===== src/include/bpred_defines.svh =====
/*
  Branch predictor sizing
  Address width and the sizes of the counter table, BTB and RAS
*/
`ifndef BPRED_DEFINES_SVH
`define BPRED_DEFINES_SVH

// Address and PC width
`define XLEN 32

// Direction table index width, 64 two-bit counters
`define BP_DIR_BITS 6

// BTB index width, 16 entries
`define BP_BTB_BITS 4

// Partial tag kept per BTB entry
`define BP_TAG_BITS 8

// Return address stack entries
`define BP_RAS_DEPTH 4

`endif


===== src/verilog/bpred_pkg.sv =====
/*
  Branch predictor shared types
  Instruction class vector, per-stage stall/flush, execute outcome,
  memory-stage mispredict report and the PC-to-index helper
*/
`include "bpred_defines.svh"

package bpred_pkg;

  // Control-flow class, bit 0 is branch and bit 3 is call
  typedef struct packed {
    logic call;
    logic ret;
    logic jump;
    logic branch;
  } instrClassT;

  // Stall and flush of one pipeline stage
  // Flush wins over stall
  typedef struct packed {
    logic stall;
    logic flush;
  } stageCtrlT;

  // Execute-stage outcome of a control-flow instruction
  typedef struct packed {
    logic             taken;   // PCSrcE
    logic [`XLEN-1:0] target;  // IEUAdrE
    logic [`XLEN-1:0] link;    // PCLinkE, fall-through address
    logic [`XLEN-1:0] pc;      // PCE
  } resolveT;

  // Mispredict causes seen in memory
  typedef struct packed {
    logic predWrong;
    logic dirWrong;
    logic btbWrong;
    logic rasWrong;
    logic classWrong;
  } bpReportT;

  // PCs step by four, so index bits start at bit 2
  // Callers slice the low bits for the index and the next ones for a tag
  function automatic logic [`XLEN-3:0] pcIndex(input logic [`XLEN-1:0] pc);
    return pc[`XLEN-1:2];
  endfunction

endpackage

===== src/verilog/bpBtb.sv =====
/*
  Branch target buffer
  Tagged table of targets and instruction classes, read with the next
  fetch address, hit-checked against PCF and written from execute
*/
`include "bpred_defines.svh"

module bpBtb (
  input  logic                  clk,
  input  logic                  arstN,
  input  logic                  stallF,
  input  logic [`XLEN-1:0]      PCNextF,
  input  logic [`XLEN-1:0]      PCF,
  output logic [`XLEN-1:0]      predPcF,
  output bpred_pkg::instrClassT predClassF,
  input  logic                  writeE,
  input  logic [`XLEN-1:0]      pcE,
  input  logic [`XLEN-1:0]      targetE,
  input  bpred_pkg::instrClassT classE
);
  import bpred_pkg::*;

  localparam int NumEntries = 2 ** `BP_BTB_BITS;

  // Stored payload of one entry
  typedef struct packed {
    logic [`BP_TAG_BITS-1:0] tag;
    logic [`XLEN-1:0]        target;
    instrClassT              cls;
  } btbEntryT;

  logic                    valid [NumEntries];
  btbEntryT                entries [NumEntries];
  logic                    rdValid;
  btbEntryT                rdEntry;
  logic [`XLEN-3:0]        rdFull;
  logic [`XLEN-3:0]        wrFull;
  logic [`XLEN-3:0]        fFull;
  logic [`BP_BTB_BITS-1:0] rdIdx;
  logic [`BP_BTB_BITS-1:0] wrIdx;
  logic                    hitF;

  assign rdFull = pcIndex(PCNextF);
  assign wrFull = pcIndex(pcE);
  assign fFull  = pcIndex(PCF);
  assign rdIdx  = rdFull[`BP_BTB_BITS-1:0];
  assign wrIdx  = wrFull[`BP_BTB_BITS-1:0];

  //////////////////////////////////////////////////
  // Storage and execute-stage write
  //////////////////////////////////////////////////

  // A resolved non-CFI (class zero) drops the entry
  always_ff @(posedge clk or negedge arstN) begin
    if (!arstN) begin
      for (int i = 0; i < NumEntries; i++) begin
        valid[i] <= 1'b0;
      end
    end else if (writeE) begin
      valid[wrIdx] <= classE != '0;
    end
  end

  always_ff @(posedge clk) begin
    if (writeE) begin
      entries[wrIdx] <= '{tag: wrFull[`BP_BTB_BITS +: `BP_TAG_BITS],
                          target: targetE, cls: classE};
    end
  end

  //////////////////////////////////////////////////
  // Fetch-side read
  //////////////////////////////////////////////////

  // Valid bit is control state, the entry copy is payload
  always_ff @(posedge clk or negedge arstN) begin
    if (!arstN) begin
      rdValid <= 1'b0;
    end else if (!stallF) begin
      rdValid <= valid[rdIdx];
    end
  end

  always_ff @(posedge clk) begin
    if (!stallF) begin
      rdEntry <= entries[rdIdx];
    end
  end

  // Tag compare against the address now in fetch
  assign hitF = rdValid & (rdEntry.tag == fFull[`BP_BTB_BITS +: `BP_TAG_BITS]);

  // Miss looks like a plain instruction
  assign predPcF    = hitF ? rdEntry.target : '0;
  assign predClassF = hitF ? rdEntry.cls : '0;

  aWriteClassLegal : assert property (@(posedge clk) disable iff (!arstN)
    writeE |-> !(classE.branch && classE.jump));

endmodule


===== src/verilog/bpClassDecode.sv =====
/*
  Instruction class decoder
  Rebuilds the true control-flow class of the decode-stage instruction
  from the core's branch/jump flags and the register fields
*/
`include "bpred_defines.svh"

module bpClassDecode (
  input  logic [31:0]           InstrD,
  input  logic                  BranchD,
  input  logic                  JumpD,
  output bpred_pkg::instrClassT classD
);

  // JALR major opcode
  localparam logic [6:0] OpJalr = 7'b1100111;

  logic [4:0] rd;
  logic [4:0] rs1;
  logic       isJalr;
  logic       rdLink;
  logic       rs1Link;

  // Register fields of the I/J formats
  assign rd  = InstrD[11:7];
  assign rs1 = InstrD[19:15];

  // JAL has no rs1, those bits are immediate
  assign isJalr = InstrD[6:0] == OpJalr;

  // Link registers per the calling convention, ra and t0
  assign rdLink  = (rd == 5'd1) | (rd == 5'd5);
  assign rs1Link = (rs1 == 5'd1) | (rs1 == 5'd5);

  // Branch and jump come straight from the main decoder
  assign classD.branch = BranchD;
  assign classD.jump   = JumpD;

  // Return jumps through a link register
  assign classD.ret = JumpD & isJalr & rs1Link;

  // Call writes a link register, JAL or JALR
  assign classD.call = JumpD & rdLink;

endmodule


===== src/verilog/bpDirTable.sv =====
/*
  Branch direction table
  Two-bit saturating counters indexed by PC, read for the next fetch
  address and trained with the execute-stage outcome
*/
`include "bpred_defines.svh"

module bpDirTable (
  input  logic             clk,
  input  logic             arstN,
  input  logic             stallF,
  input  logic [`XLEN-1:0] PCNextF,
  output logic [1:0]       dirPredF,
  input  logic             updateE,
  input  logic [`XLEN-1:0] pcE,
  input  logic             takenE
);
  import bpred_pkg::*;

  localparam int NumEntries = 2 ** `BP_DIR_BITS;

  logic [1:0]              counters [NumEntries];
  logic [`XLEN-3:0]        rdFull;
  logic [`XLEN-3:0]        wrFull;
  logic [`BP_DIR_BITS-1:0] rdIdx;
  logic [`BP_DIR_BITS-1:0] wrIdx;
  logic [1:0]              wrOld;
  logic [1:0]              wrNext;

  assign rdFull = pcIndex(PCNextF);
  assign wrFull = pcIndex(pcE);
  assign rdIdx  = rdFull[`BP_DIR_BITS-1:0];
  assign wrIdx  = wrFull[`BP_DIR_BITS-1:0];
  assign wrOld  = counters[wrIdx];

  // Saturating step toward the outcome
  always_comb begin
    wrNext = wrOld;
    if (takenE && wrOld != 2'b11) begin
      wrNext = wrOld + 2'd1;
    end else if (!takenE && wrOld != 2'b00) begin
      wrNext = wrOld - 2'd1;
    end
  end

  // Counters start weakly not taken
  always_ff @(posedge clk or negedge arstN) begin
    if (!arstN) begin
      for (int i = 0; i < NumEntries; i++) begin
        counters[i] <= 2'b01;
      end
    end else if (updateE) begin
      counters[wrIdx] <= wrNext;
    end
  end

  // Read register, its data belongs to PCF next cycle
  always_ff @(posedge clk or negedge arstN) begin
    if (!arstN) begin
      dirPredF <= 2'b01;
    end else if (!stallF) begin
      dirPredF <= counters[rdIdx];
    end
  end

  // Training strobes come from execute, never while the core is in reset
  aUpdateOutOfReset : assert property (@(posedge clk) !arstN |-> !updateE);

endmodule


===== src/verilog/bpRas.sv =====
/*
  Return address stack
  Circular stack of link addresses, popped by a predicted return in
  fetch and pushed by a resolved call in execute
*/
`include "bpred_defines.svh"

module bpRas (
  input  logic             clk,
  input  logic             arstN,
  input  logic             popF,
  output logic [`XLEN-1:0] rasPcF,
  input  logic             pushE,
  input  logic [`XLEN-1:0] linkE
);

  localparam int PtrBits = $clog2(`BP_RAS_DEPTH);
  localparam logic [PtrBits:0] Full = `BP_RAS_DEPTH;

  logic [`XLEN-1:0]   stack [`BP_RAS_DEPTH];
  logic [PtrBits-1:0] top;
  logic [PtrBits-1:0] topInc;
  logic [PtrBits-1:0] topDec;
  logic [PtrBits:0]   count;

  // Pointer wraps, so a push on a full stack lands on the oldest entry
  assign topInc = top + 1'b1;
  assign topDec = top - 1'b1;

  // Empty stack predicts zero
  assign rasPcF = (count == '0) ? '0 : stack[top];

  always_ff @(posedge clk or negedge arstN) begin
    if (!arstN) begin
      for (int i = 0; i < `BP_RAS_DEPTH; i++) begin
        stack[i] <= '0;
      end
      top   <= '0;
      count <= '0;
    end else begin
      case ({pushE, popF})
        // Pop and push together, the link replaces the top
        2'b11: begin
          stack[top] <= linkE;
          if (count == '0) begin
            count <= 1;
          end
        end
        2'b10: begin
          stack[topInc] <= linkE;
          top           <= topInc;
          if (count != Full) begin
            count <= count + 1'b1;
          end
        end
        // Pop of an empty stack leaves it empty
        2'b01: begin
          if (count != '0) begin
            top   <= topDec;
            count <= count - 1'b1;
          end
        end
        default: begin
        end
      endcase
    end
  end

endmodule


===== src/verilog/bpResolve.sv =====
/*
  Branch resolve
  Selects the next fetch address, carries each prediction down to
  execute, detects mispredicts per cause, trains the predictors and
  reports the outcome in memory
*/
`include "bpred_defines.svh"

module bpResolve (
  input  logic                  clk,
  input  logic                  arstN,
  input  bpred_pkg::stageCtrlT  ctrlF,
  input  bpred_pkg::stageCtrlT  ctrlD,
  input  bpred_pkg::stageCtrlT  ctrlE,
  input  bpred_pkg::stageCtrlT  ctrlM,
  input  logic [`XLEN-1:0]      PCPlus4F,
  input  logic [`XLEN-1:0]      PCD,
  input  logic [1:0]            dirPredF,
  input  logic [`XLEN-1:0]      predPcF,
  input  bpred_pkg::instrClassT predClassF,
  input  logic [`XLEN-1:0]      rasPcF,
  input  bpred_pkg::instrClassT classD,
  input  logic                  InstrValidD,
  input  logic                  InstrValidE,
  input  bpred_pkg::resolveT    resolveE,
  output logic                  dirUpdateE,
  output logic                  btbWriteE,
  output bpred_pkg::instrClassT classE,
  output logic                  rasPopF,
  output logic                  rasPushE,
  output logic [`XLEN-1:0]      PCNext1F,
  output logic                  BPPredWrongE,
  output bpred_pkg::bpReportT   reportM,
  output bpred_pkg::instrClassT InstrClassM,
  output logic                  JumpOrTakenBranchM
);
  import bpred_pkg::*;

  // Everything fetch predicted about one instruction
  typedef struct packed {
    instrClassT       cls;
    logic [1:0]       dir;
    logic [`XLEN-1:0] btbPc;
    logic [`XLEN-1:0] rasPc;
  } predT;

  // Execute stage register
  typedef struct packed {
    predT       pred;
    instrClassT cls;
    logic       classWrong;
  } exStageT;

  // Memory stage register
  typedef struct packed {
    bpReportT   report;
    instrClassT cls;
    logic       jumpOrTaken;
  } memStageT;

  predT             predF;
  predT             predD;
  exStageT          exD;
  exStageT          exE;
  memStageT         memE;
  memStageT         memM;
  logic             selPredF;
  logic [`XLEN-1:0] predTargetF;
  logic [`XLEN-1:0] next0F;
  logic [`XLEN-1:0] correctE;
  logic             writeOkE;

  //////////////////////////////////////////////////
  // Fetch: next PC
  //////////////////////////////////////////////////

  assign predF = '{cls: predClassF, dir: dirPredF, btbPc: predPcF, rasPc: rasPcF};

  // Jumps always redirect, branches only on a taken counter
  assign selPredF    = predClassF.jump | (predClassF.branch & dirPredF[1]);
  assign predTargetF = predClassF.ret ? rasPcF : predPcF;
  assign next0F      = selPredF ? predTargetF : PCPlus4F;

  // Execute correction overrides the fetch choice
  assign correctE     = resolveE.taken ? resolveE.target : resolveE.link;
  assign BPPredWrongE = (correctE != PCD) & InstrValidD & InstrValidE;
  assign PCNext1F     = BPPredWrongE ? correctE : next0F;

  //////////////////////////////////////////////////
  // Prediction pipeline
  //////////////////////////////////////////////////

  always_ff @(posedge clk or negedge arstN) begin
    if (!arstN) begin
      predD <= '0;
    end else if (ctrlD.flush) begin
      predD <= '0;
    end else if (!ctrlD.stall) begin
      predD <= predF;
    end
  end

  // Class check happens in decode against the rebuilt class
  assign exD.pred       = predD;
  assign exD.cls        = classD;
  assign exD.classWrong = (predD.cls != classD) & InstrValidD;

  always_ff @(posedge clk or negedge arstN) begin
    if (!arstN) begin
      exE <= '0;
    end else if (ctrlE.flush) begin
      exE <= '0;
    end else if (!ctrlE.stall) begin
      exE <= exD;
    end
  end

  // Bubbles carry no class
  assign classE = InstrValidE ? exE.cls : '0;

  //////////////////////////////////////////////////
  // Execute: mispredict causes and training
  //////////////////////////////////////////////////

  assign memE.report.predWrong  = BPPredWrongE;
  assign memE.report.dirWrong   = classE.branch & (exE.pred.dir[1] != resolveE.taken);
  assign memE.report.btbWrong   = ((classE.branch & resolveE.taken) |
                                   (classE.jump & ~classE.ret)) &
                                  (exE.pred.btbPc != resolveE.target);
  assign memE.report.rasWrong   = classE.ret & (exE.pred.rasPc != resolveE.target);
  assign memE.report.classWrong = exE.classWrong & InstrValidE;
  assign memE.cls               = classE;
  assign memE.jumpOrTaken       = (classE.branch & resolveE.taken) | classE.jump;

  // A held execute stage would train twice
  assign writeOkE = ~ctrlE.stall;

  assign dirUpdateE = classE.branch & writeOkE;
  assign btbWriteE  = (memE.report.classWrong | memE.report.btbWrong) & writeOkE;
  assign rasPushE   = classE.call & writeOkE;

  // Pop once per fetched return
  assign rasPopF = predClassF.ret & ~ctrlF.stall;

  //////////////////////////////////////////////////
  // Memory: report
  //////////////////////////////////////////////////

  always_ff @(posedge clk or negedge arstN) begin
    if (!arstN) begin
      memM <= '0;
    end else if (ctrlM.flush) begin
      memM <= '0;
    end else if (!ctrlM.stall) begin
      memM <= memE;
    end
  end

  assign reportM            = memM.report;
  assign InstrClassM        = memM.cls;
  assign JumpOrTakenBranchM = memM.jumpOrTaken;

  // Decoder and core flags must never mark one instruction as both
  aClassExclusiveE : assert property (@(posedge clk) disable iff (!arstN)
    !(classE.branch && classE.jump));

endmodule


===== src/verilog/bpred.sv =====
/*
  Branch predictor top level
  Class decoder, direction table, BTB and RAS feeding the resolve block
*/
`include "bpred_defines.svh"

module bpred (
  input  logic                  clk,
  input  logic                  arstN,
  input  bpred_pkg::stageCtrlT  ctrlF,
  input  bpred_pkg::stageCtrlT  ctrlD,
  input  bpred_pkg::stageCtrlT  ctrlE,
  input  bpred_pkg::stageCtrlT  ctrlM,
  input  logic [`XLEN-1:0]      PCNextF,
  input  logic [`XLEN-1:0]      PCF,
  input  logic [`XLEN-1:0]      PCD,
  input  logic [`XLEN-1:0]      PCPlus4F,
  input  logic [31:0]           InstrD,
  input  logic                  BranchD,
  input  logic                  JumpD,
  input  logic                  InstrValidD,
  input  logic                  InstrValidE,
  input  bpred_pkg::resolveT    resolveE,
  output logic [`XLEN-1:0]      PCNext1F,
  output logic                  BPPredWrongE,
  output bpred_pkg::bpReportT   reportM,
  output bpred_pkg::instrClassT InstrClassM,
  output logic                  JumpOrTakenBranchM
);
  import bpred_pkg::*;

  logic [1:0]       dirPredF;
  logic [`XLEN-1:0] predPcF;
  logic [`XLEN-1:0] rasPcF;
  instrClassT       predClassF;
  instrClassT       classD;
  instrClassT       classE;
  logic             dirUpdateE;
  logic             btbWriteE;
  logic             rasPopF;
  logic             rasPushE;

  // Input side
  bpClassDecode i_bpClassDecode (.InstrD, .BranchD, .JumpD, .classD);

  // Predictors
  bpDirTable i_bpDirTable (
    .clk, .arstN, .stallF(ctrlF.stall), .PCNextF, .dirPredF,
    .updateE(dirUpdateE), .pcE(resolveE.pc), .takenE(resolveE.taken)
  );

  bpBtb i_bpBtb (
    .clk, .arstN, .stallF(ctrlF.stall), .PCNextF, .PCF, .predPcF, .predClassF,
    .writeE(btbWriteE), .pcE(resolveE.pc), .targetE(resolveE.target), .classE
  );

  bpRas i_bpRas (
    .clk, .arstN, .popF(rasPopF), .rasPcF, .pushE(rasPushE), .linkE(resolveE.link)
  );

  // Output side
  bpResolve i_bpResolve (
    .clk, .arstN, .ctrlF, .ctrlD, .ctrlE, .ctrlM, .PCPlus4F, .PCD,
    .dirPredF, .predPcF, .predClassF, .rasPcF, .classD,
    .InstrValidD, .InstrValidE, .resolveE,
    .dirUpdateE, .btbWriteE, .classE, .rasPopF, .rasPushE,
    .PCNext1F, .BPPredWrongE, .reportM, .InstrClassM, .JumpOrTakenBranchM
  );

endmodule


===== config.mk =====
export PLATFORM = sky130hd
export DESIGN_NAME = bpred
export DESIGN_NICKNAME = d
export VERILOG_FILES = /design/src/verilog/bpred_pkg.sv /design/src/verilog/bpBtb.sv /design/src/verilog/bpClassDecode.sv /design/src/verilog/bpDirTable.sv /design/src/verilog/bpRas.sv /design/src/verilog/bpResolve.sv /design/src/verilog/bpred.sv
export VERILOG_INCLUDE_DIRS = /design/src /design/src/include
export SDC_FILE = /design/constraint.sdc
export NUM_CORES = 2
export LEC_CHECK = 0
export BUFFER_PORTS_ARGS = -buffer_cell sky130_fd_sc_hd__buf_2
export CAP_MARGIN = 10
export CORE_AREA = 2 2 306 308
export CTS_CLUSTER_SIZE = 25
export DETAILED_ROUTE_END_ITERATION = 8
export DIE_AREA = 0 0 308 310
export GPL_ROUTABILITY_DRIVEN = 1
export PLACE_DENSITY = 0.69
export SYNTH_ARGS = -nofsm -noshare
export SYNTH_HDL_FRONTEND = slang
export SYNTH_SLANG_ARGS = --single-unit
export TNS_END_PERCENT = 5

===== constraint.sdc =====
create_clock -name clk -period 10.55 [get_ports clk]
set_input_delay 0.5275 -clock clk [delete_from_list [all_inputs] [get_ports clk]]
set_output_delay 0.5275 -clock clk [all_outputs]
set_load 0.05 [all_outputs]

* Word-level counts from Yosys, hierarchy flattened
Memory sizes are Yosys's and may differ from the RTL's. A register that Yosys moved wholly into a read port is not among the register bits.
Cells that the tools add are included.
** Word-level totals
- Flip-flop bits (word level) :: 431
- Memory bits (writable) :: 704
- Input bits :: 271
- Output and inout port bits :: 43
- Logic and storage cells :: 251
- Memories kept :: 1
** Operators by class
- Add/sub/neg operators :: 6
- $lt $le $gt $ge :: 10
- Eq/ne operators :: 22
- Muxes and demuxes :: 49
- Bitwise operators :: 33
- Reductions and logical operators :: 17
** Memory list
- i_bpBtb.entries :: words 16, bits a word 44, rd ports 1, clocked after memory_dff 1, write ports 1, RTL line bpBtb.sv:33 : btbEntryT entries [NumEntries];
** Operators by type and width (count)
- 128-bit bitwise mux :: 3
- 32-bit 2-to-1 mux :: 10
- 128-bit case mux with 2 select lines :: 1
- 71-bit 2-to-1 mux :: 2
- 70-bit 2-to-1 mux :: 2
- 32-bit demux with 2-bit select :: 2
- 32-bit != test :: 3
- 32-bit binary-select mux with 2-bit select :: 1
- 2-bit binary-select mux with 6-bit select :: 2
- 10-bit 2-to-1 mux :: 2
- 1-bit bitwise AND :: 18
- 16-bit bitwise mux :: 1
- 2-bit 2-to-1 mux :: 8
- 7-bit >= comparator, second input constant :: 2
- 6-bit NOT with 7-bit output :: 2
- 2-bit demux with 6-bit select :: 1
- 5-bit by 1-bit == test with 1-bit output, second input constant :: 2
- 5-bit by 3-bit == test with 1-bit output, second input constant :: 2
- 5-bit >= comparator, second input constant :: 2
- 4-bit NOT with 5-bit output :: 2
- 3-bit 2-to-1 mux :: 3
- 3-bit case mux with 3 select lines :: 1
- 8-bit == test :: 1
- 4-bit 2-to-1 mux :: 2
- other kinds (31) :: 62

* Longest topological paths before layout
- Depth after elaboration :: 9
- Depth in mapped cells :: 16
- Mapped depth without buffers :: 11

* Hierarchy
Synthesis repeated with hierarchy kept, for this count alone.
** Second synthesis, totals
- Cell total of the unflattened synthesis :: 3221
- Area, all modules :: 52260.1 sq um
** Modules (own cells, without submodules)
- bpBtb :: times used 1, cells an instance 1138, area an instance 28945.3 sq um, sequential area each 22887.0 sq um
- bpDirTable :: times used 1, cells an instance 862, area an instance 8529.4 sq um, sequential area each 3334.4 sq um
- bpResolve :: times used 1, cells an instance 819, area an instance 8500.7 sq um, sequential area each 3728.6 sq um
- bpRas :: times used 1, cells an instance 394, area an instance 6219.7 sq um, sequential area each 3328.2 sq um
- bpClassDecode :: times used 1, cells an instance 8, area an instance 65.1 sq um, sequential area each 0.0 sq um

* Worst setup path before layout
No wires, ideal clock.
- Path type :: input port to flip-flop
- From :: in resolveE[96] (netlist bit)
- To :: reg i_bpBtb.valid[0] (netlist bit)
- Library setup time :: 0.126 ns
- Arrival time :: 4.277 ns
- Data required time :: 10.424 ns
- Setup slack :: 6.148 ns
- Cell stages on the path :: 8
- Buffers on the path :: 2
- Cell sequence :: buf_2 > buf_1 > nand3_1 > o21a_1 > a21oi_1 > o211ai_1 > nor2_1 > mux2_2
** Between the ends
- Cells in the longest elaborated chain, start to end :: 5
** Ends and longest elaborated chain
- from (decl) :: RTL line bpred.sv:23 : input bpred_pkg::resolveT resolveE,
- 1-bit bitwise AND :: RTL line bpResolve.sv:127 : assign memE.report.btbWrong = ((classE.branch & resolveE.taken) |
- 1-bit bitwise OR :: RTL line bpResolve.sv:127
- 1-bit bitwise AND :: RTL line bpResolve.sv:128 : (classE.jump & ~classE.ret)) &
- 1-bit bitwise OR :: RTL line bpResolve.sv:139 : assign btbWriteE = (memE.report.classWrong | memE.report.btbWrong) & writeOkE;
- 1-bit bitwise AND :: RTL line bpResolve.sv:139
- to (signal, indexed assignment) :: RTL line bpBtb.sv:57 : valid[i] <= 1'b0;
- to (signal, indexed assignment) :: RTL line bpBtb.sv:60 : valid[wrIdx] <= classE != '0;
- to (decl) :: RTL line bpBtb.sv:32 : logic valid [NumEntries];
No other way between the ends.
A chain may end at the register's enable or synchronous reset.

* Worst setup path in the final report
- From :: in resolveE[96] (netlist bit)
- To :: out PCNext1F[17]
** Between the ends
- Cells in the longest elaborated chain, start to end :: 5
** Ends and longest elaborated chain
- 32-bit 2-to-1 mux * :: RTL line bpResolve.sv:85 : assign correctE = resolveE.taken ? resolveE.target : resolveE.link;
- 32-bit != test :: RTL line bpResolve.sv:86 : assign BPPredWrongE = (correctE != PCD) & InstrValidD & InstrValidE;
- 1-bit bitwise AND (2 in series) :: RTL line bpResolve.sv:86
- 32-bit 2-to-1 mux * :: RTL line bpResolve.sv:87 : assign PCNext1F = BPPredWrongE ? correctE : next0F;
- to (decl) :: RTL line bpred.sv:24 : output logic [`XLEN-1:0] PCNext1F,
Mark *: on every way between the ends. The rest lies on a longest branch, timed or not.

==> flow_summary.ini <==
[outcome]
outcome = complete, no violations

[die]
start_util = 0.5429
die-area_mm2 = 0.09548
core_area_mm2 = 0.09249
placement_rows = 112
io-pin-count = 314
fp.dieH_um = 310
die_x_um = 308

[global_routing]
grt_antenna_before_repair = 10
grt_start_max_net_pins = 189
grt_first_pass_wirelength_um = 188100
gr-usage-all-layers = 0.2696
first_global_vias = 28940
grt.overflow.total = 0

[setup_path]
worst_r2r_path_depth = 9
critical_path_class = in -> out
timing.critical_path.arrival_ps = 4190
path_max_fanout = 37
startpoint = resolveE[96]
r2r_slack_ps = 6840
required_ps = 10020
r2r_start = i_bpResolve.exE[42]
timing.critical_path.from_type = primary input
crit-reg2reg-capture = i_bpBtb.valid[4]
critical_path_capture_point = PCNext1F[17]
worstSetupEndpointType = primary output

[clock_network]
clock-sinks = 1176
cts_buffers = 115
clock_latency_ps = 690
cts_tree = built
level_count_of_the_clock_h_tree = 3
cts-root-to-sink-buffers = 3
quantity_of_gates_resized_following_cts = 0
cts_root_buf = clkbuf_16
clkTransAtPathRegs_ps = 60

[sta]
drv_slew = 0
relSlewSlack = 0.1830
final.min_clock_period_ps = 4719
final-hold-violation-count = 0
max_clock_freq_mhz = 211.9
period_share = 0.4473
fin_worst_skew_ps = 24.02
rsz0062_at_grt = no
finalSetupViolations = 0
max_slew.worst_pin.slew_ps = 1226
fin_tns_setup_ps = 0

[logic_synthesis]
synthesis.instances = 2919
synth.yosys.seq_area_share = 0.6622
synth_ff_type = edfxtp_1
synth_nets = 3199
synth.ff_latch_count = 1176
synth_cell_type_count = 55
netlist_area_before_placement_mm2 = 0.05021
syn_area_per_cell_um2 = 17.20
post_synth_edffs = 748
postSynth.asyncResetShare = 0.3639
ys.warnings.count = 0

[worst_hold_path]
timing.hold.worst_path_depth = 2
hold_path_class = in -> reg

[detailed_routing]
wire_per_inst_um = 28.51
detailroute.via_count = 27660
drc = 0
drt-pass1-iter-count = 5
detail_route.vias_per_cell = 6.233
antenna_violating_nets_left = 0
sum_of_routed_wire_length_over_all_layers_um = 126500
drt_first_iter_violations = 2245

[place]
placement.cell_area_mm2 = 0.05273
half_perimeter_wire_length_after_detailed_placement_um = 75120
place.gp.congestion = 0.8700
buffer_ports.inserted = 225

[power_and_ir_drop]
leakagePower_uw = 0.02161
vdd_drop_max_uv = 135.4
power-per-cell-area_mw_per_mm2 = 174.2

[cells_and_area]
layout_commonest_cell = edfxtp_1
layout-drive-gt1-share = 0.3488
syn2layout_area_growth_pct = 12.93
postLayoutCellArea_mm2 = 0.05671
layout_utilization = 0.6131
number_of_nets_in_the_finished_design = 3415
layout_common_cells = edfxtp_1 (748), dfrtp_1 (363), mux4_2 (308)
layout.filler_cells = 6610

[job]
maxCapViolCount = 0
## metal layers
metal,track usage,share of wire,vias to the layer above
li1,-,-,11670
met1,0.3618,0.40,14690
met2,0.4578,0.51,1056
met3,0.03903,0.061,238
met4,0.09053,0.033,4
met5,0,0.00024,-
## registers in the layout (all words and copies together), names as in the netlist
signal                          count
i_bpRas.count                       3
i_bpResolve.JumpOrTakenBranchM      1
i_bpBtb.rdValid                     1
i_bpDirTable.dirPredF               1
i_bpDirTable.counters             128
i_bpResolve.InstrClassM             4
i_bpRas.top                         2
i_bpBtb.rdEntry                    44
i_bpResolve.reportM                 5
i_bpResolve.exE                    70
i_bpResolve.exD                    69
i_bpBtb.entries                   704
i_bpBtb.valid                      16
i_bpRas.stack                     128
## timing repair
action	in CTS	in global routing
endpoints found under the hold margin	100	0
buffers inserted	0	0
hold buffers	1	0
## cells in the mapped netlist, types with 2 or more instances
| cell type | count | area share |
|---|---|---|
| nand2_1 | 108 | 0.0081 |
| nor2_1 | 286 | 0.021 |
| o21ai_0 | 3 | 0.00030 |
| mux2_2 | 273 | 0.061 |
| a311oi_1 | 2 | 0.00035 |
| nand3_1 | 13 | 0.0013 |
| ha_1 | 9 | 0.0022 |
| nor3_1 | 4 | 0.00040 |
| xnor2_1 | 80 | 0.014 |
| xor2_1 | 34 | 0.0059 |
| dfstp_2 | 64 | 0.033 |
| clkbuf_1 | 112 | 0.0084 |
| a22oi_1 | 4 | 0.00060 |
| inv_1 | 12 | 0.00090 |
| edfxtp_1 | 748 | 0.45 |
| and2_1 | 36 | 0.0045 |
| nor4_1 | 18 | 0.0022 |
| or2_2 | 3 | 0.00037 |
| mux2i_1 | 213 | 0.042 |
| nand4_1 | 19 | 0.0024 |
| a31oi_1 | 5 | 0.00062 |
| o31ai_1 | 2 | 0.00030 |
| buf_6 | 3 | 0.00067 |
| o21a_1 | 2 | 0.00030 |
| a21oi_1 | 87 | 0.0087 |
| nor3b_1 | 4 | 0.00060 |
| or3_1 | 7 | 0.00087 |
| nand2b_1 | 2 | 0.00025 |
| and3_1 | 3 | 0.00037 |
| o211ai_1 | 6 | 0.00090 |
| mux4_2 | 308 | 0.14 |
| nor2b_1 | 2 | 0.00025 |
| nand3b_1 | 4 | 0.00060 |
| dfrtp_1 | 364 | 0.18 |
| buf_1 | 38 | 0.0028 |
| buf_2 | 22 | 0.0022 |
## per-stage QoR
stage	setup WS (ps)	power, µW	instances	hold WS, ps
5_1_grt	5754	10170	4435	116.1
6_report	5831	9879	4438	135.2
2_1_floorplan	6148	5472	2919	231.9
3_3_place_gp	6054	5726	4214	484.3
4_1_cts	6035	9942	4434	100.5
3_5_place_dp	5911	5746	4214	490.5
## critical path: stages
cell and delay, ps:
buf_2 80, buf_4 560, mux2i_1 590, xnor2_1 140, nor4_1 530, nand4_1 360, o211ai_1 270, buf_4 510
mux2i_1 260, buf_2 280
## layout make-up
type                            instances  area, µm²  share of cell area
Clock buffer                          163       3307             0.05832
Inverter                               13      48.80           0.0008605
Antenna cell                            4      10.01           0.0001765
Tap cell                             1197       1498             0.02641
Sequential cell                      1176      33250              0.5864
Multi-Input combinational cell       1554      16380              0.2888
Clock inverter                         56      648.1             0.01143
Timing Repair Buffer                  275       1565             0.02760
## power by group
group | switching, µW | leakage, µW | internal [µW] | total (µW)
clock | 1730 | 0.00194 | 2500 | 4230
combinational | 405 | 0.00728 | 235 | 640
sequential | 38.4 | 0.0124 | 4970 | 5010
total | 2170 | 0.0216 | 7710 | 9880
## how the worst min path moves through the flow
stage | slack, ps | startpoint | to
floorplan | 230 | arstN | i_bpBtb.rdValid
global placement | 480 | i_bpRas.stack[38] | i_bpRas.stack[38]
detailed placement | 490 | i_bpRas.stack[33] | i_bpRas.stack[33]
CTS | 100 | resolveE[38] | i_bpRas.stack[102]
global route | 120 | resolveE[38] | i_bpRas.stack[102]
finish | 140 | resolveE[38] | i_bpRas.stack[102]
## kinds of logic (layout without fill, tap and decap cells)
family,after synthesis,after routing,share of synthesized area
other,0,4,0
xor gates and xnor gates,114,114,0.01988
AOI/OAI and AO/OA,123,123,0.01413
muxes,794,794,0.2418
buffers and inverters,189,507,0.01520
and+or+nand+nor,514,514,0.04450
adders and majority gates,9,9,0.002243
DFF,1176,1176,0.6622
Power figures use the tool's default switching activity.
